### config.mk
export PLATFORM = sky130hd
export DESIGN_NAME = data_tlb_flat
export DESIGN_NICKNAME = d
export VERILOG_FILES = /design/src/verilog/csr_pkg.sv /design/src/verilog/mem_if.sv /design/src/verilog/data_tlb.sv /design/src/flat_wrapper.sv
export VERILOG_INCLUDE_DIRS = /design/src /design/src/verilog
export SDC_FILE = /design/constraint.sdc
export NUM_CORES = 1
export LEC_CHECK = 0
export BUFFER_PORTS_ARGS = -buffer_cell sky130_fd_sc_hd__clkbuf_2
export CAP_MARGIN = 15
export CORE_MARGIN = 2
export CORE_UTILIZATION = 45
export DETAILED_ROUTE_END_ITERATION = 8
export PLACE_DENSITY = 0.64
export SYNTH_ARGS = -nofsm -noshare
export SYNTH_HDL_FRONTEND = slang
export SYNTH_SLANG_ARGS = --single-unit
### constraint.sdc
create_clock -name clk -period 4 [get_ports clk]
set_input_delay 0.2 -clock clk [delete_from_list [all_inputs] [get_ports clk]]
set_output_delay 0.2 -clock clk [all_outputs]
set_load 0.05 [all_outputs]
### src/verilog/mem_settings.svh
`ifndef MEM_SETTINGS_SVH
`define MEM_SETTINGS_SVH

// data word and memory size
`define DATA_WIDTH  32
`define DATA_BYTES  (`DATA_WIDTH / 8)
`define RAM_DEPTH   256

// tlb geometry
`define TLB_ENTRIES 4
`define PAGE_BITS   12
`define VPPN_WIDTH  (32 - `PAGE_BITS)

`endif

### src/verilog/csr_pkg.sv
package csr_pkg;

    typedef logic [1:0] plv_t;

    localparam plv_t PLV_KERNEL = 2'd0;
    localparam plv_t PLV_USER   = 2'd3;

    // direct mapped window register layout
    typedef struct packed {
        logic [2:0]  vseg;
        logic        rsvd_28;
        logic [2:0]  pseg;
        logic [20:0] rsvd_24_4;
        logic        plv3;
        logic [1:0]  rsvd_2_1;
        logic        plv0;
    } dmw_t;

    typedef struct packed {
        plv_t plv;
        logic da;
        logic pg;
        dmw_t dmw0;
        dmw_t dmw1;
    } csr_mem_t;

endpackage

### src/verilog/mem_if.sv
`timescale 1ns/1ps

`include "mem_settings.svh"


interface tlb_lookup_if
    import csr_pkg::*;
();
    logic [`VPPN_WIDTH-1:0] vppn;
    logic                   found;
    logic                   v;
    logic                   d;
    plv_t                   plv;
    logic [`VPPN_WIDTH-1:0] ppn;

    modport master (output vppn, input found, input v, input d, input plv, input ppn);
    modport slave (input vppn, output found, output v, output d, output plv, output ppn);
endinterface

### src/verilog/data_tlb.sv
`timescale 1ns/1ps

`include "mem_settings.svh"

module data_tlb
    import csr_pkg::*;
(
    input  logic                            clk,
    input  logic                            reset_i,
    input  logic                            we_i,
    input  logic [$clog2(`TLB_ENTRIES)-1:0] index_i,
    input  logic [`VPPN_WIDTH-1:0]          vppn_i,
    input  logic [`VPPN_WIDTH-1:0]          ppn_i,
    input  plv_t                            plv_i,
    input  logic                            v_i,
    input  logic                            d_i,
    tlb_lookup_if.slave                     lookup
);

    logic [`TLB_ENTRIES-1:0] present;
    logic [`VPPN_WIDTH-1:0]  vppn_q [`TLB_ENTRIES];
    logic [`VPPN_WIDTH-1:0]  ppn_q  [`TLB_ENTRIES];
    plv_t                    plv_q  [`TLB_ENTRIES];
    logic [`TLB_ENTRIES-1:0] v_q;
    logic [`TLB_ENTRIES-1:0] d_q;

    always_ff @(posedge clk) begin
        if (reset_i) begin
            present <= '0;
        end else if (we_i) begin
            present[index_i] <= 1'b1;
        end
    end

    always_ff @(posedge clk) begin
        if (we_i) begin
            vppn_q[index_i] <= vppn_i;
            ppn_q[index_i]  <= ppn_i;
            plv_q[index_i]  <= plv_i;
            v_q[index_i]    <= v_i;
            d_q[index_i]    <= d_i;
        end
    end

    // scan downwards so the lowest matching index wins
    always_comb begin
        lookup.found = 1'b0;
        lookup.v     = 1'b0;
        lookup.d     = 1'b0;
        lookup.plv   = '0;
        lookup.ppn   = '0;
        for (int i = `TLB_ENTRIES - 1; i >= 0; i--) begin
            if (present[i] && vppn_q[i] == lookup.vppn) begin
                lookup.found = 1'b1;
                lookup.v     = v_q[i];
                lookup.d     = d_q[i];
                lookup.plv   = plv_q[i];
                lookup.ppn   = ppn_q[i];
            end
        end
    end

endmodule

### src/flat_wrapper.sv
// flat-port wrapper written by rule: the top's interface ports become plain ports
module data_tlb_flat import csr_pkg::*;
  (clk, reset_i, we_i, index_i, vppn_i, ppn_i, plv_i, v_i, d_i, lookup_vppn, lookup_found, lookup_v, lookup_d, lookup_plv, lookup_ppn);
  tlb_lookup_if lookup_i ();
  input  logic clk;
  input  logic reset_i;
  input  logic we_i;
  input  logic [$clog2(`TLB_ENTRIES)-1:0] index_i;
  input  logic [`VPPN_WIDTH-1:0] vppn_i;
  input  logic [`VPPN_WIDTH-1:0] ppn_i;
  input  plv_t plv_i;
  input  logic v_i;
  input  logic d_i;
  input wire logic [$bits(lookup_i.vppn)-1:0] lookup_vppn;
  output wire logic [$bits(lookup_i.found)-1:0] lookup_found;
  output wire logic [$bits(lookup_i.v)-1:0] lookup_v;
  output wire logic [$bits(lookup_i.d)-1:0] lookup_d;
  output wire logic [$bits(lookup_i.plv)-1:0] lookup_plv;
  output wire logic [$bits(lookup_i.ppn)-1:0] lookup_ppn;
  assign lookup_i.vppn = lookup_vppn;
  assign lookup_found = lookup_i.found;
  assign lookup_v = lookup_i.v;
  assign lookup_d = lookup_i.d;
  assign lookup_plv = lookup_i.plv;
  assign lookup_ppn = lookup_i.ppn;
  data_tlb u_core (.clk(clk), .reset_i(reset_i), .we_i(we_i), .index_i(index_i), .vppn_i(vppn_i), .ppn_i(ppn_i), .plv_i(plv_i), .v_i(v_i), .d_i(d_i), .lookup(lookup_i));
endmodule
**After elaboration in Yosys (flattened, before gate mapping)**

Memories as Yosys holds them, arrays and structs flattened.
Index checks and enable logic that the tools add are counted.

- Register bits: 12
- Memory bits (writable): 168
- Input bits: 69
- Logic and storage cells: 44
- Memories: 3

Memory list:

| name | words | bits a word | rd ports | clocked after memory_dff | write ports | line | RTL |
|---|---|---|---|---|---|---|---|
| u_core.ppn_q | 4 | 20 | 4 | 0 | 1 | data_tlb.sv:22 | `` logic [`VPPN_WIDTH-1:0] ppn_q [`TLB_ENTRIES]; `` |
| u_core.vppn_q | 4 | 20 | 4 | 0 | 1 | data_tlb.sv:21 | `` logic [`VPPN_WIDTH-1:0] vppn_q [`TLB_ENTRIES]; `` |
| u_core.plv_q | 4 | 2 | 4 | 0 | 1 | data_tlb.sv:23 | `` plv_t plv_q [`TLB_ENTRIES]; `` |

- Order comparisons: 2
- Equal/unequal tests: 4
- Multiplexer cells: 26
- Bitwise gates (word level): 1
- Reduce and logical (&&, ||, !) cells: 5

Operators with widths:

| kind | number |
|---|---|
| 20-bit == test | 4 |
| 20-bit two-way mux | 4 |
| 1-bit two-way mux | 15 |
| 4-bit bitwise mux | 2 |
| 2-bit two-way mux | 4 |
| 1-bit logical AND | 5 |
| 4-bit bitwise OR | 1 |
| 2-bit by 3-bit less-than comparator with 1-bit output (second input constant) | 1 |
| 1-bit demux with 2-bit select | 1 |
| 2-bit by 1-bit >= comparator with 1-bit output (second input constant) | 1 |

**Depth between registers and ports, before layout**

- Depth after elaboration: 6
- Mapped depth: 9

**Worst setup path before layout**

Ideal clock, no wire load.

- Path kind: in2reg
- From: in index_i[1]
- To: reg u_core.d_q[0], enable pin
- Library setup time: 0.512 ns
- Arrival time: 3.518 ns
- Required time: 3.488 ns
- Setup slack: -0.030 ns
- Stages on the path: 1
- Buffers on the path: 0
- Cells stage by stage: nor3b_1

RTL lines:

| item | line | RTL |
|---|---|---|
| start: declaration | flat_wrapper.sv:8 | `` input logic [$clog2(`TLB_ENTRIES)-1:0] index_i; `` |
| end signal: indexed assignment | data_tlb.sv:41 | `d_q[index_i] <= d_i;` |
| end: declaration | data_tlb.sv:25 | `` logic [`TLB_ENTRIES-1:0] d_q; `` |

==> results by group <==
Final layout
  – Area delta synth->final: 21.2%
  – Non-Filler Cell Area, Final: 0.00912 mm²
  – Fill count: 1356
  – NumNets Final: 652
  – Fin util: 0.554
  – Antenna Cells: 0
  – Fraction of layout instances using a drive strength above 1: 0.291

Global routing
  – Initial antenna violation count: 0
  – Tot GR Track Use: 0.184
  – Pin count of the biggest net entering global routing: 49
  – First-pass GRT wire length: 24600 µm
  – Vias in the first global route: around 4400
  – Total grt overflow: 0

Timing
  – Worst Max-Slew Pin Slew: about 900 ps
  – F_max: 291 MHz
  – Fin. Hold Viols: 0
  – Max_slew headroom: 0.396
  – Min cycle time layout: about 3400 ps
  – Crit share post-route: 0.860
  – Final Max Tran Viols: 0
  – Final setup vio count: 0
  – RSZ-0062 raised after global routing: false
  – Setup TNS: 0 ps
  – Fin worst setup slack: between 500 and 600 ps
  – Worst Skew: 0 ps

Logic synthesis
  – Warnings, synthesis: 0
  – Post-Synthesis Cell Area: between 0.007 and 0.008 mm²
  – Top-count cell post-synth: edfxtp_1
  – Seq cells post-synth: between 150 and 200
  – Area leader, netlist: edfxtp_1
  – Async S/R FF share, synth: 0
  – Mapped Cells: 457
  – Sequential area share after synthesis: 0.713
  – Synth top area share: 0.702
  – Number of synthesized flops with an enable pin: 176
  – Synth Flop Type: edfxtp_1
  – Commonest cells in the netlist: edfxtp_1, xnor2_1, nor2_1, and3_1, a221oi_2
  – Avg Cell Area, Syn: around 16 µm²
  – Top post-synthesis cells by area: edfxtp_1, xnor2_1, a221oi_2
  – Synthesized net count: 526
  – Yosys cell types: 28

Pwr
  – Internal: 3300 µW
  – Gate power share: 0.055
  – Power per standard cell area: 450 mW/mm²
  – Leakage: 0.00321 µW
  – Net Sw Frac: 0.196
  – Worst IR Drop VDD: approximately 0.29 mV
  – Clock power share: 0.409
  – NetSw: 804 µW
  – Sequential Power Share: 0.536

Routing
  – Routed wire per std cell: 19.1 µm
  – DRC Markers: 0
  – Via Count: 4257
  – Vias per Instance: 5.23
  – Remaining antenna violation count: 0
  – Initial DRT Pass Iterations: 5
  – Total length of routed wires: 15500 µm
  – DRT iter0 DRCs: 212

Placed design
  – Gpl congestion: 0.745
  – Post-DP HPWL: 9930 µm
  – IO buf count: 93
  – Dpl ws: around 1000 ps
  – Placed Instance Area: around 0.008 mm²

Run
  – Max cap viols: 0

Clocking
  – Clk sinks: between 150 and 200
  – Deepest clock path buffer count: 2
  – Total CTS buffers: 17
  – Clock Latency Late Sink: 410 ps
  – Reg clk slew, reported paths: approximately 60 ps
  – H-tree depth: 4
  – CTS tree: yes
  – Root buffer cell: clkbuf_16
  – Setup bufs post-CTS: 0

Setup path
  – CP arrival: 3240 ps
  – Crit path launch type: flip-flop
  – Worst Path Max Fanout: 17
  – WS Path Type: flip-flop to primary output
  – Worst setup path startpoint: u_core.vppn_q[3][2]
  – Crit path required time: 3800 ps
  – Reg2reg path depth: 2
  – CP endpoint kind: primary output
  – Reg-to-reg startpoint: u_core.present[0]
  – Reg-to-reg endpoint: u_core.present[0]
  – Reg2Reg Setup Slack: 3440 ps

Floorplanning
  – Die area: 0.0178 mm²
  – Core area: between 0.015 and 0.02 mm²
  – Row count: 47
  – Die width: 133 µm
  – Io pins: 94
  – Initial Utilization: 0.457
  – Die H: 133 µm

Outcome
  – Outcome: finished clean

Min path
  – Min-delay worst type: input port to flip-flop
  – Hold_sp: ppn_i[10]
  – WHS Endpoint: u_core.ppn_q[2][10]
  – Hold depth: 1
==> cells in the final DEF (no fill, tap or decap), types with 3 or more instances in the layout <==
master         netlist  layout
nor4_4               3       3
xor2_1              16      16
clkbuf_2             0      93
a41oi_2              9       9
and3_1              29      28
clkinv_2             0       3
nand3_1              5       5
a221oi_2            21      21
buf_4                1      10
xnor2_1             61      61
nand4_1             12      12
nor4_1               5       5
dlygate4sd3_1        0      34
nor2_1              55      54
bufinv_16            0       4
edfxtp_1           176     176
a41oi_1             14      14
clkinv_1             0       4
xnor2_2              3       3
clkbuf_16            0      17
a221oi_1             3       3
dfxtp_1              4       4
==> per-stage QoR <==
step,hold WS (ps),power [µW],instances
after floorplan,272,2340,457
after global placement,413,2430,750
after detailed placement,418,2440,750
after CTS,2.52,4140,814
after global routing,7.86,4250,814
final,18.8,4100,814
==> worst max path at each step <==
stage / cells after the start / slack (ps) / endpoint
finish: 7 / 560 / lookup_ppn[8]
global route: 7 / 390 / lookup_ppn[8]
CTS: 7 / 510 / lookup_ppn[8]
detailed placement: 7 / 1010 / lookup_ppn[8]
global placement: 8 / 1040 / lookup_ppn[8]
floorplan: 7 / 1160 / lookup_d
==> cell families after synthesis <==
group / count (synthesis) / share of synthesized area
buffers and inverters: 31 / 0.0236
XOR/XNOR: 80 / 0.0961
AO/OA/AOI/OAI: 49 / 0.0826
flip-flops: 180 / 0.713
AND/OR/NAND/NOR: 117 / 0.0851
==> registers in the layout, summed over array words and instances (netlist names) <==
signal / cells
u_core.vppn_q: 80
u_core.d_q: 4
u_core.v_q: 4
u_core.ppn_q: 80
u_core.plv_q: 8
u_core.present: 4
==> final cells by class <==
cell class              count  area (µm²)  area share
flip-flops and latches    180        5370       0.588
multi-input cells         246        2010       0.220
repair buffers            137         881      0.0965
clock buffers              17         425      0.0466
well taps                 220         275      0.0302
clock inverters            13         166      0.0182
inverters                   1        3.75    0.000411
==> repair_timing <==
action / 4_1_cts / 5_1_grt
gates resized for setup: 0 / 0
hold buffers: 34 / 0
hold endpoints to repair: 132 / 0
==> power by group through the flow <==
stage          logic (µW)  clock network, µW  registers (µW)
2_1_floorplan         106                  0            2240
3_3_place_gp          199                  0            2240
3_5_place_dp          203                  0            2240
4_1_cts               231               1710            2200
5_1_grt               250               1790            2210
6_report              226               1680            2200
==> layer usage <==
layer / up-vias / part of all wire / GRT usage
li1: 2013 / - / -
met2: 93 / 0.51 / 0.316
met3: 15 / 0.040 / 0.0369
met1: 2136 / 0.44 / 0.240
met5: - / 0 / 0
met4: 0 / 0.011 / 0.0538
==> worst max-delay path, stage by stage (launching register included) <==
cell	delay, ps
edfxtp_1	380
xor2_1	160
nor4_1	300
and3_1	800
buf_4	320
a41oi_2	140
a221oi_2	360
clkbuf_2	340
(Power assumes the default switching activity.)
