[src/verilog/mem_settings.svh]
`ifndef MEM_SETTINGS_SVH
`define MEM_SETTINGS_SVH

// data word and memory size
`define DATA_WIDTH  32
`define DATA_BYTES  (`DATA_WIDTH / 8)
`define RAM_DEPTH   256

// tlb geometry
`define TLB_ENTRIES 4
`define PAGE_BITS   12
`define VPPN_WIDTH  (32 - `PAGE_BITS)

`endif

[src/verilog/mem_pkg.sv]
package mem_pkg;

    typedef enum logic [3:0] {
        NOP   = 4'd0,
        LD_B  = 4'd1,
        LD_BU = 4'd2,
        LD_H  = 4'd3,
        LD_HU = 4'd4,
        LD_W  = 4'd5,
        ST_B  = 4'd6,
        ST_H  = 4'd7,
        ST_W  = 4'd8,
        LL    = 4'd9,
        SC    = 4'd10
    } mem_op_e;

    // ale is the msb of the vector
    typedef struct packed {
        logic ale;
        logic tlbr;
        logic pil;
        logic pis;
        logic ppi;
        logic pme;
    } excp_vec_t;

    typedef struct packed {
        logic [31:0] paddr;
        excp_vec_t   excp;
    } addr_result_t;

    function automatic logic is_load(mem_op_e op);
        return op inside {LD_B, LD_BU, LD_H, LD_HU, LD_W, LL};
    endfunction

    function automatic logic is_store(mem_op_e op);
        return op inside {ST_B, ST_H, ST_W, SC};
    endfunction

    function automatic logic is_half(mem_op_e op);
        return op inside {LD_H, LD_HU, ST_H};
    endfunction

    function automatic logic is_word(mem_op_e op);
        return op inside {LD_W, ST_W, LL, SC};
    endfunction

endpackage

[src/verilog/csr_pkg.sv]
package csr_pkg;

    typedef logic [1:0] plv_t;

    localparam plv_t PLV_KERNEL = 2'd0;
    localparam plv_t PLV_USER   = 2'd3;

    // direct mapped window register layout
    typedef struct packed {
        logic [2:0]  vseg;
        logic        rsvd_28;
        logic [2:0]  pseg;
        logic [20:0] rsvd_24_4;
        logic        plv3;
        logic [1:0]  rsvd_2_1;
        logic        plv0;
    } dmw_t;

    typedef struct packed {
        plv_t plv;
        logic da;
        logic pg;
        dmw_t dmw0;
        dmw_t dmw1;
    } csr_mem_t;

endpackage

[src/verilog/mem_if.sv]
`timescale 1ns/1ps

`include "mem_settings.svh"

interface data_bus_if;
    logic                   ce;
    logic                   we;
    logic [`DATA_BYTES-1:0] sel;
    logic [31:0]            paddr;
    logic [`DATA_WIDTH-1:0] wdata;
    logic [`DATA_WIDTH-1:0] rdata;

    modport master (output ce, output we, output sel, output paddr, output wdata, input rdata);
    modport slave (input ce, input we, input sel, input paddr, input wdata, output rdata);
endinterface

interface tlb_lookup_if
    import csr_pkg::*;
();
    logic [`VPPN_WIDTH-1:0] vppn;
    logic                   found;
    logic                   v;
    logic                   d;
    plv_t                   plv;
    logic [`VPPN_WIDTH-1:0] ppn;

    modport master (output vppn, input found, input v, input d, input plv, input ppn);
    modport slave (input vppn, output found, output v, output d, output plv, output ppn);
endinterface

[src/verilog/data_addr_check.sv]
`timescale 1ns/1ps

`include "mem_settings.svh"

module data_addr_check
    import mem_pkg::*;
    import csr_pkg::*;
(
    input  mem_op_e      op_i,
    input  logic [31:0]  vaddr_i,
    input  csr_mem_t     csr_i,
    tlb_lookup_if.master tlb,
    output addr_result_t addr_o
);

    logic pg_mode;
    logic dmw0_hit;
    logic dmw1_hit;
    logic use_tlb;
    logic load_op;
    logic store_op;
    logic access;
    logic entry_ok;

    function automatic logic dmw_hit(dmw_t dmw, plv_t plv, logic [2:0] vseg);
        return ((dmw.plv0 && plv == PLV_KERNEL) || (dmw.plv3 && plv == PLV_USER))
            && dmw.vseg == vseg;
    endfunction

    assign pg_mode  = csr_i.pg && !csr_i.da;
    assign dmw0_hit = dmw_hit(csr_i.dmw0, csr_i.plv, vaddr_i[31:29]);
    assign dmw1_hit = dmw_hit(csr_i.dmw1, csr_i.plv, vaddr_i[31:29]);
    assign use_tlb  = pg_mode && !dmw0_hit && !dmw1_hit;

    assign load_op  = is_load(op_i);
    assign store_op = is_store(op_i);
    assign access   = load_op || store_op;

    assign tlb.vppn = vaddr_i[31:`PAGE_BITS];

    // entry present and valid
    assign entry_ok = use_tlb && tlb.found && tlb.v;

    always_comb begin
        addr_o.excp.ale  = (is_half(op_i) && vaddr_i[0])
                        || (is_word(op_i) && vaddr_i[1:0] != 2'b00);
        addr_o.excp.tlbr = use_tlb && access && !tlb.found;
        addr_o.excp.pil  = use_tlb && load_op && tlb.found && !tlb.v;
        addr_o.excp.pis  = use_tlb && store_op && tlb.found && !tlb.v;
        addr_o.excp.ppi  = entry_ok && access && csr_i.plv > tlb.plv;
        addr_o.excp.pme  = entry_ok && store_op && csr_i.plv <= tlb.plv && !tlb.d;

        if (!pg_mode) begin
            addr_o.paddr = vaddr_i;
        end else if (dmw0_hit) begin
            addr_o.paddr = {csr_i.dmw0.pseg, vaddr_i[28:0]};
        end else if (dmw1_hit) begin
            addr_o.paddr = {csr_i.dmw1.pseg, vaddr_i[28:0]};
        end else begin
            addr_o.paddr = {tlb.ppn, vaddr_i[`PAGE_BITS-1:0]};
        end
    end

endmodule

[src/verilog/mem_access.sv]
`timescale 1ns/1ps

`include "mem_settings.svh"

module mem_access
    import mem_pkg::*;
    import csr_pkg::*;
(
    input  logic                   clk,
    input  logic                   reset_i,
    input  logic                   in_valid_i,
    output logic                   in_ready_o,
    input  mem_op_e                op_i,
    input  logic [31:0]            vaddr_i,
    input  logic [`DATA_WIDTH-1:0] store_data_i,
    input  csr_mem_t               csr_i,
    tlb_lookup_if.master           tlb,
    data_bus_if.master             bus,
    output logic                   out_valid_o,
    input  logic                   out_ready_i,
    output logic [`DATA_WIDTH-1:0] result_o,
    output logic                   wreg_o,
    output excp_vec_t              excp_o
);

    addr_result_t           addr;
    logic                   ready_en;
    logic                   accept;
    logic                   advance;
    logic                   has_excp;
    logic                   is_ld;
    logic                   is_st;
    logic                   link;
    logic [1:0]             off;
    logic [`DATA_BYTES-1:0] sel;
    logic [`DATA_WIDTH-1:0] wdata;
    logic [`DATA_WIDTH-1:0] issue_data;
    logic                   issue_wreg;

    // issue slot
    logic                   s1_valid;
    mem_op_e                s1_op;
    logic [1:0]             s1_off;
    excp_vec_t              s1_excp;
    logic [`DATA_WIDTH-1:0] s1_data;
    logic                   s1_wreg;

    logic [7:0]             byte_lane;
    logic [15:0]            half_lane;
    logic [`DATA_WIDTH-1:0] result_d;

    data_addr_check u_addr_check (
        .op_i   (op_i),
        .vaddr_i(vaddr_i),
        .csr_i  (csr_i),
        .tlb    (tlb),
        .addr_o (addr)
    );

    assign off      = vaddr_i[1:0];
    assign has_excp = |addr.excp;
    assign is_ld    = is_load(op_i);
    assign is_st    = is_store(op_i);

    // result slot free, or draining this edge
    assign advance    = s1_valid && (!out_valid_o || out_ready_i);
    assign in_ready_o = ready_en && (!s1_valid || advance);
    assign accept     = in_valid_i && in_ready_o;

    always_comb begin
        if (is_word(op_i)) begin
            sel = 4'b1111;
        end else if (is_half(op_i)) begin
            sel = off[1] ? 4'b0011 : 4'b1100;
        end else begin
            sel = 4'b1000 >> off;
        end
        case (op_i)
            ST_B:    wdata = {4{store_data_i[7:0]}};
            ST_H:    wdata = {2{store_data_i[15:0]}};
            default: wdata = store_data_i;
        endcase
    end

    // sc without the link bit never reaches the ram
    assign bus.ce    = accept && (is_ld || is_st) && !has_excp && (op_i != SC || link);
    assign bus.we    = is_st;
    assign bus.sel   = sel;
    assign bus.paddr = addr.paddr;
    assign bus.wdata = wdata;

    always_comb begin
        issue_wreg = !has_excp && ((is_ld && op_i != LL) || op_i == SC);
        if (has_excp) begin
            // faulting address goes out as result
            issue_data = vaddr_i;
        end else begin
            case (op_i)
                SC:               issue_data = {{(`DATA_WIDTH-1){1'b0}}, link};
                ST_B, ST_H, ST_W: issue_data = store_data_i;
                default:          issue_data = '0;
            endcase
        end
    end

    always_comb begin
        byte_lane = bus.rdata[{~s1_off, 3'b000} +: 8];
        half_lane = s1_off[1] ? bus.rdata[15:0] : bus.rdata[31:16];
        result_d  = s1_data;
        if (!(|s1_excp)) begin
            case (s1_op)
                LD_B:     result_d = {{(`DATA_WIDTH-8){byte_lane[7]}}, byte_lane};
                LD_BU:    result_d = {{(`DATA_WIDTH-8){1'b0}}, byte_lane};
                LD_H:     result_d = {{(`DATA_WIDTH-16){half_lane[15]}}, half_lane};
                LD_HU:    result_d = {{(`DATA_WIDTH-16){1'b0}}, half_lane};
                LD_W, LL: result_d = bus.rdata;
                default:  result_d = s1_data;
            endcase
        end
    end

    always_ff @(posedge clk) begin
        if (reset_i) begin
            ready_en    <= 1'b0;
            s1_valid    <= 1'b0;
            link        <= 1'b0;
            out_valid_o <= 1'b0;
            wreg_o      <= 1'b0;
        end else begin
            ready_en <= 1'b1;
            if (accept) begin
                s1_valid <= 1'b1;
            end else if (advance) begin
                s1_valid <= 1'b0;
            end
            if (accept && !has_excp) begin
                if (op_i == LL) begin
                    link <= 1'b1;
                end else if (op_i == SC && link) begin
                    link <= 1'b0;
                end
            end
            if (advance) begin
                out_valid_o <= 1'b1;
                wreg_o      <= s1_wreg;
            end else if (out_ready_i) begin
                out_valid_o <= 1'b0;
            end
        end
    end

    always_ff @(posedge clk) begin
        if (accept) begin
            s1_op   <= op_i;
            s1_off  <= off;
            s1_excp <= addr.excp;
            s1_data <= issue_data;
            s1_wreg <= issue_wreg;
        end
        if (advance) begin
            result_o <= result_d;
            excp_o   <= s1_excp;
        end
    end

endmodule

[src/flat_wrapper.sv]
// flat-port wrapper written by rule: the top's interface ports become plain ports
module mem_access_flat import mem_pkg::*; import csr_pkg::*;
  (clk, reset_i, in_valid_i, in_ready_o, op_i, vaddr_i, store_data_i, csr_i, out_valid_o, out_ready_i, result_o, wreg_o, excp_o, tlb_vppn, tlb_found, tlb_v, tlb_d, tlb_plv, tlb_ppn, bus_ce, bus_we, bus_sel, bus_paddr, bus_wdata, bus_rdata);
  tlb_lookup_if tlb_i ();
  data_bus_if bus_i ();
  input  logic clk;
  input  logic reset_i;
  input  logic in_valid_i;
  output logic in_ready_o;
  input  mem_op_e op_i;
  input  logic [31:0] vaddr_i;
  input  logic [`DATA_WIDTH-1:0] store_data_i;
  input  csr_mem_t csr_i;
  output logic out_valid_o;
  input  logic out_ready_i;
  output logic [`DATA_WIDTH-1:0] result_o;
  output logic wreg_o;
  output excp_vec_t excp_o;
  output wire logic [$bits(tlb_i.vppn)-1:0] tlb_vppn;
  input wire logic [$bits(tlb_i.found)-1:0] tlb_found;
  input wire logic [$bits(tlb_i.v)-1:0] tlb_v;
  input wire logic [$bits(tlb_i.d)-1:0] tlb_d;
  input wire logic [$bits(tlb_i.plv)-1:0] tlb_plv;
  input wire logic [$bits(tlb_i.ppn)-1:0] tlb_ppn;
  output wire logic [$bits(bus_i.ce)-1:0] bus_ce;
  output wire logic [$bits(bus_i.we)-1:0] bus_we;
  output wire logic [$bits(bus_i.sel)-1:0] bus_sel;
  output wire logic [$bits(bus_i.paddr)-1:0] bus_paddr;
  output wire logic [$bits(bus_i.wdata)-1:0] bus_wdata;
  input wire logic [$bits(bus_i.rdata)-1:0] bus_rdata;
  assign tlb_vppn = tlb_i.vppn;
  assign tlb_i.found = tlb_found;
  assign tlb_i.v = tlb_v;
  assign tlb_i.d = tlb_d;
  assign tlb_i.plv = tlb_plv;
  assign tlb_i.ppn = tlb_ppn;
  assign bus_ce = bus_i.ce;
  assign bus_we = bus_i.we;
  assign bus_sel = bus_i.sel;
  assign bus_paddr = bus_i.paddr;
  assign bus_wdata = bus_i.wdata;
  assign bus_i.rdata = bus_rdata;
  mem_access u_core (.clk(clk), .reset_i(reset_i), .in_valid_i(in_valid_i), .in_ready_o(in_ready_o), .op_i(op_i), .vaddr_i(vaddr_i), .store_data_i(store_data_i), .csr_i(csr_i), .tlb(tlb_i), .bus(bus_i), .out_valid_o(out_valid_o), .out_ready_i(out_ready_i), .result_o(result_o), .wreg_o(wreg_o), .excp_o(excp_o));
endmodule
[config.mk]
export PLATFORM = sky130hd
export DESIGN_NAME = mem_access_flat
export DESIGN_NICKNAME = d
export VERILOG_FILES = /design/src/verilog/mem_pkg.sv /design/src/verilog/csr_pkg.sv /design/src/verilog/mem_if.sv /design/src/verilog/data_addr_check.sv /design/src/verilog/mem_access.sv /design/src/flat_wrapper.sv
export VERILOG_INCLUDE_DIRS = /design/src /design/src/verilog
export SDC_FILE = /design/constraint.sdc
export NUM_CORES = 1
export LEC_CHECK = 0
export BUFFER_PORTS_ARGS = -buffer_cell sky130_fd_sc_hd__buf_2
export CORE_AREA = 2 2 129 131
export DETAILED_ROUTE_END_ITERATION = 8
export DIE_AREA = 0 0 131 133
export PLACE_DENSITY = 0.7
export SYNTH_ARGS = -nofsm -noshare
export SYNTH_HDL_FRONTEND = slang
export SYNTH_SLANG_ARGS = --single-unit
[constraint.sdc]
create_clock -name clk -period 3.6 [get_ports clk]
set_clock_uncertainty 0.1 [all_clocks]
set_input_delay 0 -clock clk [delete_from_list [all_inputs] [get_ports clk]]
set_output_delay 0 -clock clk [all_outputs]
set_load 0.05 [all_outputs]
After elaboration in Yosys (flattened, before gate mapping)
Cells that the tools add are included.

Order comparisons: 2. Equal/unequal tests: 21. Shift operators: 2. Multiplexer cells: 19. Bitwise operators: 1. Reduce and logical (&&, ||, !) cells: 67.

Operators by type and width (number): 32-bit two-way mux (5); 32-bit case mux with 5 select lines (1); 32-bit case mux with 2 select lines (2); 1-bit logical AND (36); 32-bit by 6-bit indexed part select with 8-bit output (1); 4-bit by 3-bit == test with 1-bit output (second input constant) (6); 4-bit by 2-bit == test with 1-bit output (second input constant) (4); 4-bit == test (second input constant) (4); 16-bit two-way mux (1); 4-bit two-way mux (3); 6-bit OR reduction (2); 1-bit zero test (9); 4-bit by 1-bit == test with 1-bit output (second input constant) (2); 1-bit logical OR (8); 4-bit != test (second input constant) (2); 2-bit nonzero test (4); 4-bit nonzero test (2); 1-bit two-way mux (7); 3-bit == test (2); 6-bit nonzero test (1); 4-bit by 2-bit right shift with 4-bit output (first input constant) (1); 3-bit nonzero test (1); 3-bit OR reduction (1); 2-bit == test (second input constant) (1); other kinds (6) (6).

Flip-flop bits (word level): 88. Bits of input ports: 197. Output and inout port bits: 131. Logic and storage cells: 134.

Logic depth before layout (Yosys ltp)
Gate-level depths: netlist of run 1.

Word-level depth: 16. Depth in mapped cells: 10. Gate-level depth less buffers: 8.

By module
A second synthesis of run 1 with hierarchy kept.

Cell total of the unflattened synthesis: 512. Area, all modules: 5636.7 sq um.

Modules (own cells, without submodules): mem_access (instances 1, cells an instance 408, area each 4715.8 sq um, sequential area each 2592.5 sq um); data_addr_check (instances 1, cells an instance 104, area each 920.9 sq um, sequential area each 0.0 sq um).

Least setup slack after synthesis of run 1
OpenSTA, ideal clock, no wires.

Path type: reg-to-reg. Start: register u_core.out_valid_o. End: register u_core.wreg_o. Setup time: 117 ps. Data arrival time: 2832 ps. Required time: 3383 ps. Slack: 551 ps. Stages on the path, launching flop included: 5. Path buffers: 0. Period minus slack after synthesis: 3049 ps. Cells stage by stage: dfxtp_1 > nor2b_1 > nor2b_1 > mux2i_1 > nor2_1.

Longest elaborated chain between the ends: 3.

Ends and longest elaborated chain: from (decl) (RTL line mem_access.sv:19) `output logic out_valid_o,`; from (signal assigned) (RTL line mem_access.sv:127) `out_valid_o <= 1'b0;`; from (signal assigned) (RTL line mem_access.sv:144) `out_valid_o <= 1'b1;`; from (signal assigned) (RTL line mem_access.sv:147) `out_valid_o <= 1'b0;`; 1-bit zero test (RTL line mem_access.sv:66) `assign advance = s1_valid && (!out_valid_o || out_ready_i);`; 1-bit logical OR (RTL line mem_access.sv:66); 1-bit logical AND (RTL line mem_access.sv:66); net u_core.advance (RTL line mem_access.sv:29) `logic advance;`; to (signal assigned) (RTL line mem_access.sv:145) `wreg_o <= s1_wreg;`; to (decl) (RTL line mem_access.sv:22) `output logic wreg_o,`.

The timed path passes the listed nets, and every way through them passes these cells. A chain may end at the register's enable or synchronous reset.

Worst setup path after layout of run 1
Start: input op_i[0]. End: register u_core.s1_data[28] (data pin).

Longest elaborated chain between the ends: 7. Elaborated cells on any way between the ends: 35. Classes of those cells: eq/ne: 10; mux: 2; reduce/logical: 23.

Ends and longest elaborated chain: from (decl) (RTL line flat_wrapper.sv:10) `input mem_op_e op_i;`; 4-bit by 1-bit == test with 1-bit output (tied with other cells) (RTL line mem_pkg.sv:33) `return op inside {LD_B, LD_BU, LD_H, LD_HU, LD_W, LL};`; 6-bit nonzero test or 4-bit nonzero test (tied branches) (RTL line mem_pkg.sv:33, mem_pkg.sv:37); 1-bit logical OR (tied with other cells) (RTL line data_addr_check.sv:37) `assign access = load_op || store_op;`; 1-bit logical AND, on equally long branches (2 in a row); 6-bit OR reduction (RTL line mem_access.sv:61) `assign has_excp = |addr.excp;`; 32-bit two-way mux (*) (RTL line mem_access.sv:94) `if (has_excp) begin`; net u_core.issue_data[28] (RTL line mem_access.sv:37) `` logic [`DATA_WIDTH-1:0] issue_data; ``; to (signal assigned) (RTL line mem_access.sv:157) `s1_data <= issue_data;`; to (decl) (RTL line mem_access.sv:45) `` logic [`DATA_WIDTH-1:0] s1_data; ``.

The timed path passes the listed nets; every way through them passes the cells marked *.

==> results.json, run 1 <==
{
  "status": "completed",
  "synth.distinct_cells": 57,
  "path_max_fanout": 28,
  "vias": 5182,
  "coreArea_um2": 16200,
  "synth-compound-area-share_pct": 16.3,
  "synthXorXnorAreaFrac_pct": 1.25,
  "fin_crit_sh_pct": 88.5,
  "worstReg2RegStart": "u_core.s1_off[0]$_DFFE_PP_",
  "clock_sinks": 88,
  "synth.top_cells.by_count": "edfxtp_1 (83), buf_4 (65), nand2_1 (46)",
  "finalHoldViolations": 0,
  "end_kind": "register",
  "grt_pass1_wl_mm": 27.7,
  "num_io_pins": 328,
  "setup_viol": 0,
  "synth_top_cell_area_share_pct": 44.5,
  "synth_area_per_cell_um2": 11.0,
  "die_h_um": 133,
  "grt_overflow": 0,
  "synth_mux_area_share_pct": 13.4,
  "firstDrtPassIters": 5,
  "synth.most_common_cell": "edfxtp_1",
  "fin_cells": 1042,
  "dieWidth_um": 131,
  "wl_per_cell_um": 17.9,
  "min_period_ns": 3.19,
  "cp_data_arrival_time_ns": 3.28,
  "start_util_pct": 34.6,
  "rows": 47,
  "holdWs_ns": 0.0344,
  "drtAntennaViolNets": 0,
  "yosys_warnings": 0,
  "h-tree-depth": 3,
  "place_congestion": 0.874,
  "area.growth.synth_to_final_pct": 42.6,
  "cp.required_ns": 3.70,
  "numCtsBuffers": 9,
  "synthAdderAreaFrac_pct": 0.447,
  "synth_top_flop_cell": "edfxtp_1",
  "relSlewSlack_pct": 24.2,
  "antenna_cells": 0,
  "cp-start-kind": "input port",
  "cts_tree": "yes",
  "ir_drop_uv": 237,
  "io_buffers": 279,
  "grt_pass1_vias": 5010,
  "drv_slew": 0,
  "fin_tns_setup_ns": 0,
  "rrSetupSlack_ns": 0.79,
  "drive_gt1_share_pct": 42.6,
  "cellPowerDensity_nw_per_um2": 369,
  "fmax_mhz": 314,
  "syn_nets": 709,
  "final_core_util_pct": 49.4,
  "r2r-end": "u_core.result_o[20]$_DFFE_PP_",
  "post-place-cells": 927,
  "cts_root_buf": "clkbuf_16",
  "leakage_nw": 3.46,
  "hold_path.class": "input port to register",
  "drt_iter0_drc": 613,
  "maxCapViolCount": 0,
  "synth_enable_flop_cells": 83,
  "antenna_found_initial": 0,
  "avgViaCountPerCell": 4.97,
  "rsz0062_at_grt": "no",
  "ff2ff_path_depth": 6,
  "worst_slew_pin_slew_ns": 1.13,
  "clock_latency_ns": 0.33,
  "critical_path_class": "input port to register",
  "ys_top_cells_by_area": "edfxtp_1 (45%), buf_4 (8.7%), mux2_2 (7.0%), a22o_1 (4.9%), a21oi_1 (3.5%)",
  "cts_buffer_depth": 2,
  "min_from": "vaddr_i[30]",
  "grt_max_degree": 40,
  "design.die.area_um2": 17400,
  "synth_top_family_by_area": "compound AO/OA/AOI/OAI gates",
  "yosys.area_share.simple_pct": 9.81,
  "ys_seq_elements": 88,
  "finalNetCount": 1016,
  "drc": 0,
  "dp_hpwl_mm": 13.8,
  "syn_inst": 510,
  "hold_depth": 2,
  "power_w": 0.00295,
  "hold_path_end": "u_core.s1_data[30]$_DFFE_PP_",
  "synth_largest_area_cell": "edfxtp_1",
  "synth_area_um2": 5600,
  "ys_async_sr_fraction_pct": 0,
  "wl_mm": 18.6,
  "grt_use_total_pct": 20.9,
  "ys_seq_area_share_pct": 46.3,
  "clkSlewWorstSetupHoldPaths_ns": 0.06
}
## layout by cell type (no fill, tap or decap), types with 3 or more instances in the layout
cell type        n
buf_2          279
dlygate4sd3_1   99
edfxtp_1        83
nand2_1         46
nor2_1          45
a21oi_1         39
mux2_2          35
a22o_1          31
o21ai_0         22
mux2i_1         14
inv_1           12
clkbuf_16        9
buf_4            9
a22oi_1          8
xor2_1           7
mux4_1           7
a222oi_1         7
nor3b_1          5
dfxtp_1          5
o22ai_1          4
nor4_1           4
a31oi_1          3
clkinvlp_4       3
## power by group
| part | internal (W) | switching (W) |
|---|---|---|
| clock | 0.000469 | 0.000383 |
| sequential | 0.00118 | 0.0000233 |
| combinational | 0.000327 | 0.000566 |
## worst max-delay path, stage by stage
cell	delay (ns)
dlygate4sd3_1	0.54
buf_2	0.22
or3b_1	0.46
a21oi_1	0.17
nand4_1	0.18
o21ai_2	0.16
a21o_1	0.34
buf_4	0.36
a22o_1	0.23
dlygate4sd3_1	0.59
## kinds of logic after synthesis
family,after synthesis
compound gates,131
simple gates,119
buf+inv,104
flops,88
mux,58
xor+xnor,8
fa+ha+maj,2
## worst max-delay path by stage
stage                                    start                       endpoint  slack, ns  cells past startpoint
2_1_floorplan  u_core.out_valid_o$_SDFFE_PP0P_     u_core.wreg_o$_SDFFE_PP0P_       0.55                      4
5_1_grt                                op_i[3]   u_core.s1_data[28]$_DFFE_PP_       0.23                     10
4_1_cts                                op_i[0]   u_core.s1_data[28]$_DFFE_PP_       0.44                     10
6_report                               op_i[0]   u_core.s1_data[28]$_DFFE_PP_       0.41                     10
3_3_place_gp        u_core.s1_off[0]$_DFFE_PP_  u_core.result_o[20]$_DFFE_PP_       0.87                      6
3_5_place_dp        u_core.s1_off[0]$_DFFE_PP_  u_core.result_o[20]$_DFFE_PP_       0.82                      6
## area by class of cell
type | count | area [um^2]
inverters | 13 | 48.8
clock inverters | 6 | 43.8
fillers | 1417 | 8190
flip-flops and latches | 88 | 2590
clock buffers | 10 | 229
multi-input cells | 318 | 2340
well taps | 220 | 275
repair buffers | 387 | 2450
## metrics by stage
stage	instance area, um^2	setup WS [ns]
finish	7980	0.413
global route	7980	0.232
CTS	7980	0.437
detailed placement	6720	0.820
global placement	6720	0.874
floorplan	5600	0.551
## registers in the layout, summed over array words and instances (netlist names)
name                cells
u_core.s1_op            4
u_core.s1_excp          6
u_core.s1_off           2
u_core.s1_valid         1
u_core.excp_o           6
u_core.result_o        32
u_core.link             1
u_core.s1_wreg          1
u_core.wreg_o           1
u_core.ready_en         1
u_core.s1_data         32
u_core.out_valid_o      1
## what timing repair did
item,in CTS,in global routing
hold buffers,99,0
gates resized for setup,0,0
buffers inserted,0,0
endpoints found under the hold margin,78,0
## routing by layer
layer | vias to the layer above | track usage (%) | routed length, um
met5 | - | 0 | 0
met4 | 0 | 6.80 | 340
met3 | 27 | 2.71 | 1250
met2 | 271 | 33.5 | 8720
met1 | 2418 | 29.1 | 8310
li1 | 2466 | - | -
Note: power is estimated with default switching activity, not from simulation.
==> run 2: changes to the inputs <==
Settings changed: PLACE_DENSITY 0.7 to not set, PLACE_DENSITY_LB_ADDON set to 0.05.
==> results.json, run 2 (same netlist as run 1, synthesis figures left out) <==
{
  "status": "completed",
  "finalHoldViolations": 0,
  "antenna_found_initial": 0,
  "dieWidth_um": 131,
  "leakage_nw": 3.47,
  "maxCapViolCount": 0,
  "hold_path.class": "input port to register",
  "grt_pass1_wl_mm": 27.5,
  "wl_per_cell_um": 17.7,
  "cp_slowest_stage_delay_ns": 0.57,
  "clock_sinks": 88,
  "h-tree-depth": 3,
  "end_kind": "register",
  "grt_use_total_pct": 20.9,
  "top_regs": "u_core.result_o x32, u_core.s1_data x32",
  "rsz0062_at_grt": "no",
  "cts_tree": "yes",
  "design.die.area_um2": 17400,
  "ir_drop_uv": 203,
  "cp_data_arrival_time_ns": 3.20,
  "worst_slew_pin_slew_ns": 1.12,
  "fin_tns_setup_ns": 0,
  "cp.required_ns": 3.70,
  "drv_slew": 0,
  "cts_buffer_depth": 2,
  "vias": 5048,
  "grt_max_degree": 48,
  "grt_overflow": 0,
  "finalNetCount": 1015,
  "cts_root_buf": "clkbuf_16",
  "path_delay_family": "buffers and inverters",
  "coreArea_um2": 16200,
  "fill_cells": 1543,
  "antenna_cells": 0,
  "avgViaCountPerCell": 4.85,
  "start_util_pct": 34.6,
  "holdWs_ns": 0.0167,
  "drc": 0,
  "cpMostUsedCell": "dlygate4sd3_1",
  "numCtsBuffers": 9,
  "firstDrtPassIters": 7,
  "setup_viol": 0,
  "dp_hpwl_mm": 14.1,
  "relSlewSlack_pct": 24.9,
  "min_period_ns": 3.10,
  "place_congestion": 0.832,
  "num_io_pins": 328,
  "post_cts_buffers": 0,
  "layout_common_cells": "buf_2 (279), dlygate4sd3_1 (101), edfxtp_1 (83), nand2_1 (46), nor2_1 (45)",
  "grt_pass1_vias": 4916,
  "area.growth.synth_to_final_pct": 42.7,
  "final_common_cell": "buf_2",
  "io_buffers": 279,
  "clkSlewWorstSetupHoldPaths_ns": 0.06,
  "cp-start-kind": "input port",
  "cellPowerDensity_nw_per_um2": 376,
  "die_h_um": 133,
  "clock_latency_ns": 0.34,
  "crit_chain": "dlygate4sd3_1 -> buf_2 -> inv_1 -> nand3_1 -> a32o_1 -> a221oi_2 -> a21o_1 -> buf_4 -> a22o_1 -> dlygate4sd3_1",
  "path_max_fanout": 32,
  "drtAntennaViolNets": 0,
  "drive_gt1_share_pct": 41.9,
  "rows": 47,
  "fin_crit_sh_pct": 86.0,
  "path_buf_inv": 5,
  "wl_mm": 18.5,
  "drt_iter0_drc": 354,
  "critical_path_class": "input port to register",
  "fmax_mhz": 323,
  "cp_slowest_cell": "dlygate4sd3_1"
}
==> run 2: cell types whose count changed in the layout (fill, tap and decap cells not counted), moves of 2 or more <==
cell / before / now
buf_4: 9 / 6
clkbuf_1: 1 / 3
clkinvlp_4: 3 / 1
dlygate4sd3_1: 99 / 101
==> run 2: repair_timing <==
| item | in CTS | in global routing |
|---|---|---|
| endpoints found under the hold margin | 77 | 0 |
| hold buffers | 101 | 0 |
| gates resized for setup | 0 | 0 |
| endpoints found under the setup margin | 0 | 0 |
==> run 2: final cells by class <==
type / instances / area, um^2 / share of cell area (%)
inverter: 13 / 48.8 / 0.611
sequential: 88 / 2590 / 32.5
multi-input combinational: 318 / 2340 / 29.3
clock inverter: 4 / 45.0 / 0.564
clock buffer: 12 / 236 / 2.96
tap: 220 / 275 / 3.45
timing repair buffer: 386 / 2450 / 30.7
==> run 2: metal layers <==
layer	up-vias	global-route usage [%]	share of wire, %
met3	19	3.36	6.2
met1	2332	29.8	46
li1	2462	-	-
met2	235	32.4	46
met5	-	0	0
met4	0	6.68	1.9
==> run 2: report_power, final <==
| group | total, W | switching (W) | internal, W | leakage, nW |
|---|---|---|---|---|
| clock network | 0.000908 | 0.000375 | 0.000534 | 0.132 |
| registers | 0.00120 | 0.0000228 | 0.00118 | 0.802 |
| logic | 0.000890 | 0.000563 | 0.000327 | 2.54 |
==> run 2: worst paths after layout <==
kind | startpoint | end | slack, ns | depth (start not counted)
worst max-delay path | op_i[3] | u_core.s1_data[15]$_DFFE_PP_ | 0.50 | 10
worst min-delay path | vaddr_i[30] | u_core.s1_data[30]$_DFFE_PP_ | 0.02 | 2
worst max register to register | u_core.s1_off[0]$_DFFE_PP_ | u_core.result_o[31]$_DFFE_PP_ | 0.88 | 6
worst min register to register | u_core.s1_excp[4]$_DFFE_PP_ | u_core.excp_o[4]$_DFFE_PP_ | 0.35 | 0
==> run 2: worst register-to-register path, delay by kind of cell (launching register included) <==
family	cells	cell delay (ns)
AO/OA/AOI/OAI	5	1.14
flip-flops	1	0.62
multiplexers	1	0.59
==> run 2: through the flow <==
step / instance area, um^2 / setup WS, ns / cells / utilization (%) / total power, W
floorplan: 5600 / 0.551 / 510 / - / 0.00181
global placement: 6700 / 0.918 / 924 / 41.4 / 0.00201
detailed placement: 6700 / 0.873 / 924 / 41.4 / 0.00201
CTS: 7990 / 0.567 / 1041 / 49.4 / 0.00303
global route: 7990 / 0.379 / 1041 / 49.4 / 0.00314
finish: 7990 / 0.502 / 1041 / 49.4 / 0.00300
==> run 3: changes to the inputs <==
Clock period 3.6 ns to 3.2 ns, I/O delays scaled along.
==> results.json, run 3 (same netlist as run 1, synthesis figures left out) <==
{
  "cellPowerDensity_nw_per_um2": 419,
  "drive_gt1_share_pct": 42.5,
  "grt_pass1_vias": 4986,
  "firstDrtPassIters": 7,
  "die_h_um": 133,
  "pre_cts_slack_ns": 0.688,
  "cts_buffer_depth": 2,
  "setup_viol": 0,
  "hold_depth": 2,
  "rows": 47,
  "place_congestion": 0.838,
  "rrSetupSlack_ns": 0.63,
  "switching_share_pct": 31.8,
  "end_kind": "register",
  "drt_iter0_drc": 339,
  "p_switching_w": 0.00108,
  "numCtsBuffers": 9,
  "critical_path_class": "input port to register",
  "cp_data_arrival_time_ns": 3.17,
  "setup_slack_ns": 0.134,
  "crit_chain": "dlygate4sd3_1 -> buf_2 -> inv_1 -> nand3_1 -> a32o_1 -> a221oi_2 -> a21o_1 -> buf_4 -> a22o_1 -> dlygate4sd3_1",
  "wl_per_cell_um": 17.7,
  "path_buf_inv": 5,
  "h-tree-depth": 3,
  "vias": 5186,
  "antenna_cells": 0,
  "area.growth.synth_to_final_pct": 44.3,
  "cpMostUsedCell": "dlygate4sd3_1",
  "clock_latency_ns": 0.34,
  "grt_max_degree": 40,
  "clkSlewWorstSetupHoldPaths_ns": 0.06,
  "cp.required_ns": 3.30,
  "grt_use_total_pct": 20.9,
  "fin_crit_sh_pct": 95.8,
  "power_frac_clock_pct": 30.0,
  "coreArea_um2": 16200,
  "path_max_fanout": 31,
  "leakage_nw": 3.53,
  "worst_slew_pin_slew_ns": 0.827,
  "fin_tns_setup_ns": 0,
  "p_int_w": 0.00231,
  "dieWidth_um": 131,
  "pwr-share-comb_pct": 29.9,
  "drv_slew": 0,
  "cp_slowest_cell": "dlygate4sd3_1",
  "hold_path.class": "input port to register",
  "relSlewSlack_pct": 44.4,
  "rsz0062_at_grt": "no",
  "drc": 0,
  "cts_tree": "yes",
  "top_regs": "u_core.result_o x32, u_core.s1_data x32",
  "finalHoldViolations": 0,
  "grt_pass1_wl_mm": 27.9,
  "design.die.area_um2": 17400,
  "final_common_cell": "buf_2",
  "seq_power_share_pct": 40.1,
  "wl_mm": 18.7,
  "layout_common_cells": "buf_2 (279), dlygate4sd3_1 (103), edfxtp_1 (83), nand2_1 (46), nor2_1 (45)",
  "drtAntennaViolNets": 0,
  "ff2ff_path_depth": 7,
  "grt_overflow": 0,
  "ir_drop_uv": 220,
  "maxCapViolCount": 0,
  "power_w": 0.00338,
  "cts_root_buf": "clkbuf_16",
  "start_util_pct": 34.6,
  "fmax_mhz": 326,
  "antenna_found_initial": 0,
  "finalNetCount": 1026,
  "cp_slowest_stage_delay_ns": 0.56,
  "cp-start-kind": "input port",
  "io_buffers": 279,
  "path_delay_family": "buffers and inverters",
  "dp_hpwl_mm": 14.2,
  "avgViaCountPerCell": 4.93,
  "num_io_pins": 328,
  "status": "completed",
  "clock_sinks": 88,
  "cp_num_cells": 10,
  "min_period_ns": 3.07
}
run 3: cell types whose count changed in the layout (fill, tap and decap cells not counted):
cell           previous run  this run
o21ai_1                   1         0
o21ai_2                   1         2
dlygate4sd3_1           101       103
buf_4                     6        15
run 3: worst reg2reg max path, stage by stage, from the launching register on:
cell	delay (ns)
edfxtp_1	0.49
nor3b_1	0.44
nand2_1	0.17
o22ai_1	0.18
buf_4	0.23
a22oi_1	0.10
dlygate4sd3_1	0.57
a21oi_1	0.15
run 3: worst paths after layout:
kind                          startpoint                             to
min                          vaddr_i[29]   u_core.s1_data[29]$_DFFE_PP_
min reg2reg  u_core.s1_excp[5]$_DFFE_PP_     u_core.excp_o[5]$_DFFE_PP_
max                              op_i[3]   u_core.s1_data[17]$_DFFE_PP_
max reg2reg    u_core.s1_op[2]$_DFFE_PP_  u_core.result_o[10]$_DFFE_PP_
run 3: layout make-up:
type                            instances  area [um^2]
Clock buffer                           12          236
Clock inverter                          4         45.0
Fill cell                            1523         8090
Inverter                               13         48.8
Multi-Input combinational cell        318         2340
Sequential cell                        88         2590
Tap cell                              220          275
Timing Repair Buffer                  397         2540
run 3: power groups by stage:
stage,sequential (W),combinational (W),clock [W]
floorplan,0.00142,0.000616,0
global placement,0.00138,0.000883,0
detailed placement,0.00138,0.000888,0
CTS,0.00136,0.00101,0.00104
global route,0.00136,0.00107,0.00109
finish,0.00136,0.00101,0.00102
run 3: what timing repair did:
action	in CTS	in global routing
gates resized for setup	0	1
endpoints found under the setup margin	0	27
hold buffers	103	0
hold endpoints to repair	76	0
setup buffers	0	0
run 3: metal layers:
layer	vias to the layer above	share of wire, %	global-route usage (%)
met1	2406	45	29.6
met5	-	0	0
met3	21	6.8	3.48
met2	271	47	33.0
li1	2488	-	-
met4	0	1.4	5.50
run 3: metrics by stage:
stage          cells  util (%)  instance area [um^2]  hold WS, ns
2_1_floorplan    510         -                  5600      -0.0309
4_1_cts         1052      49.9                  8080      0.00316
6_report        1052      50.0                  8080       0.0252
3_5_place_dp     933      41.8                  6760        0.151
3_3_place_gp     933      41.8                  6760        0.148
5_1_grt         1052      50.0                  8080       0.0250
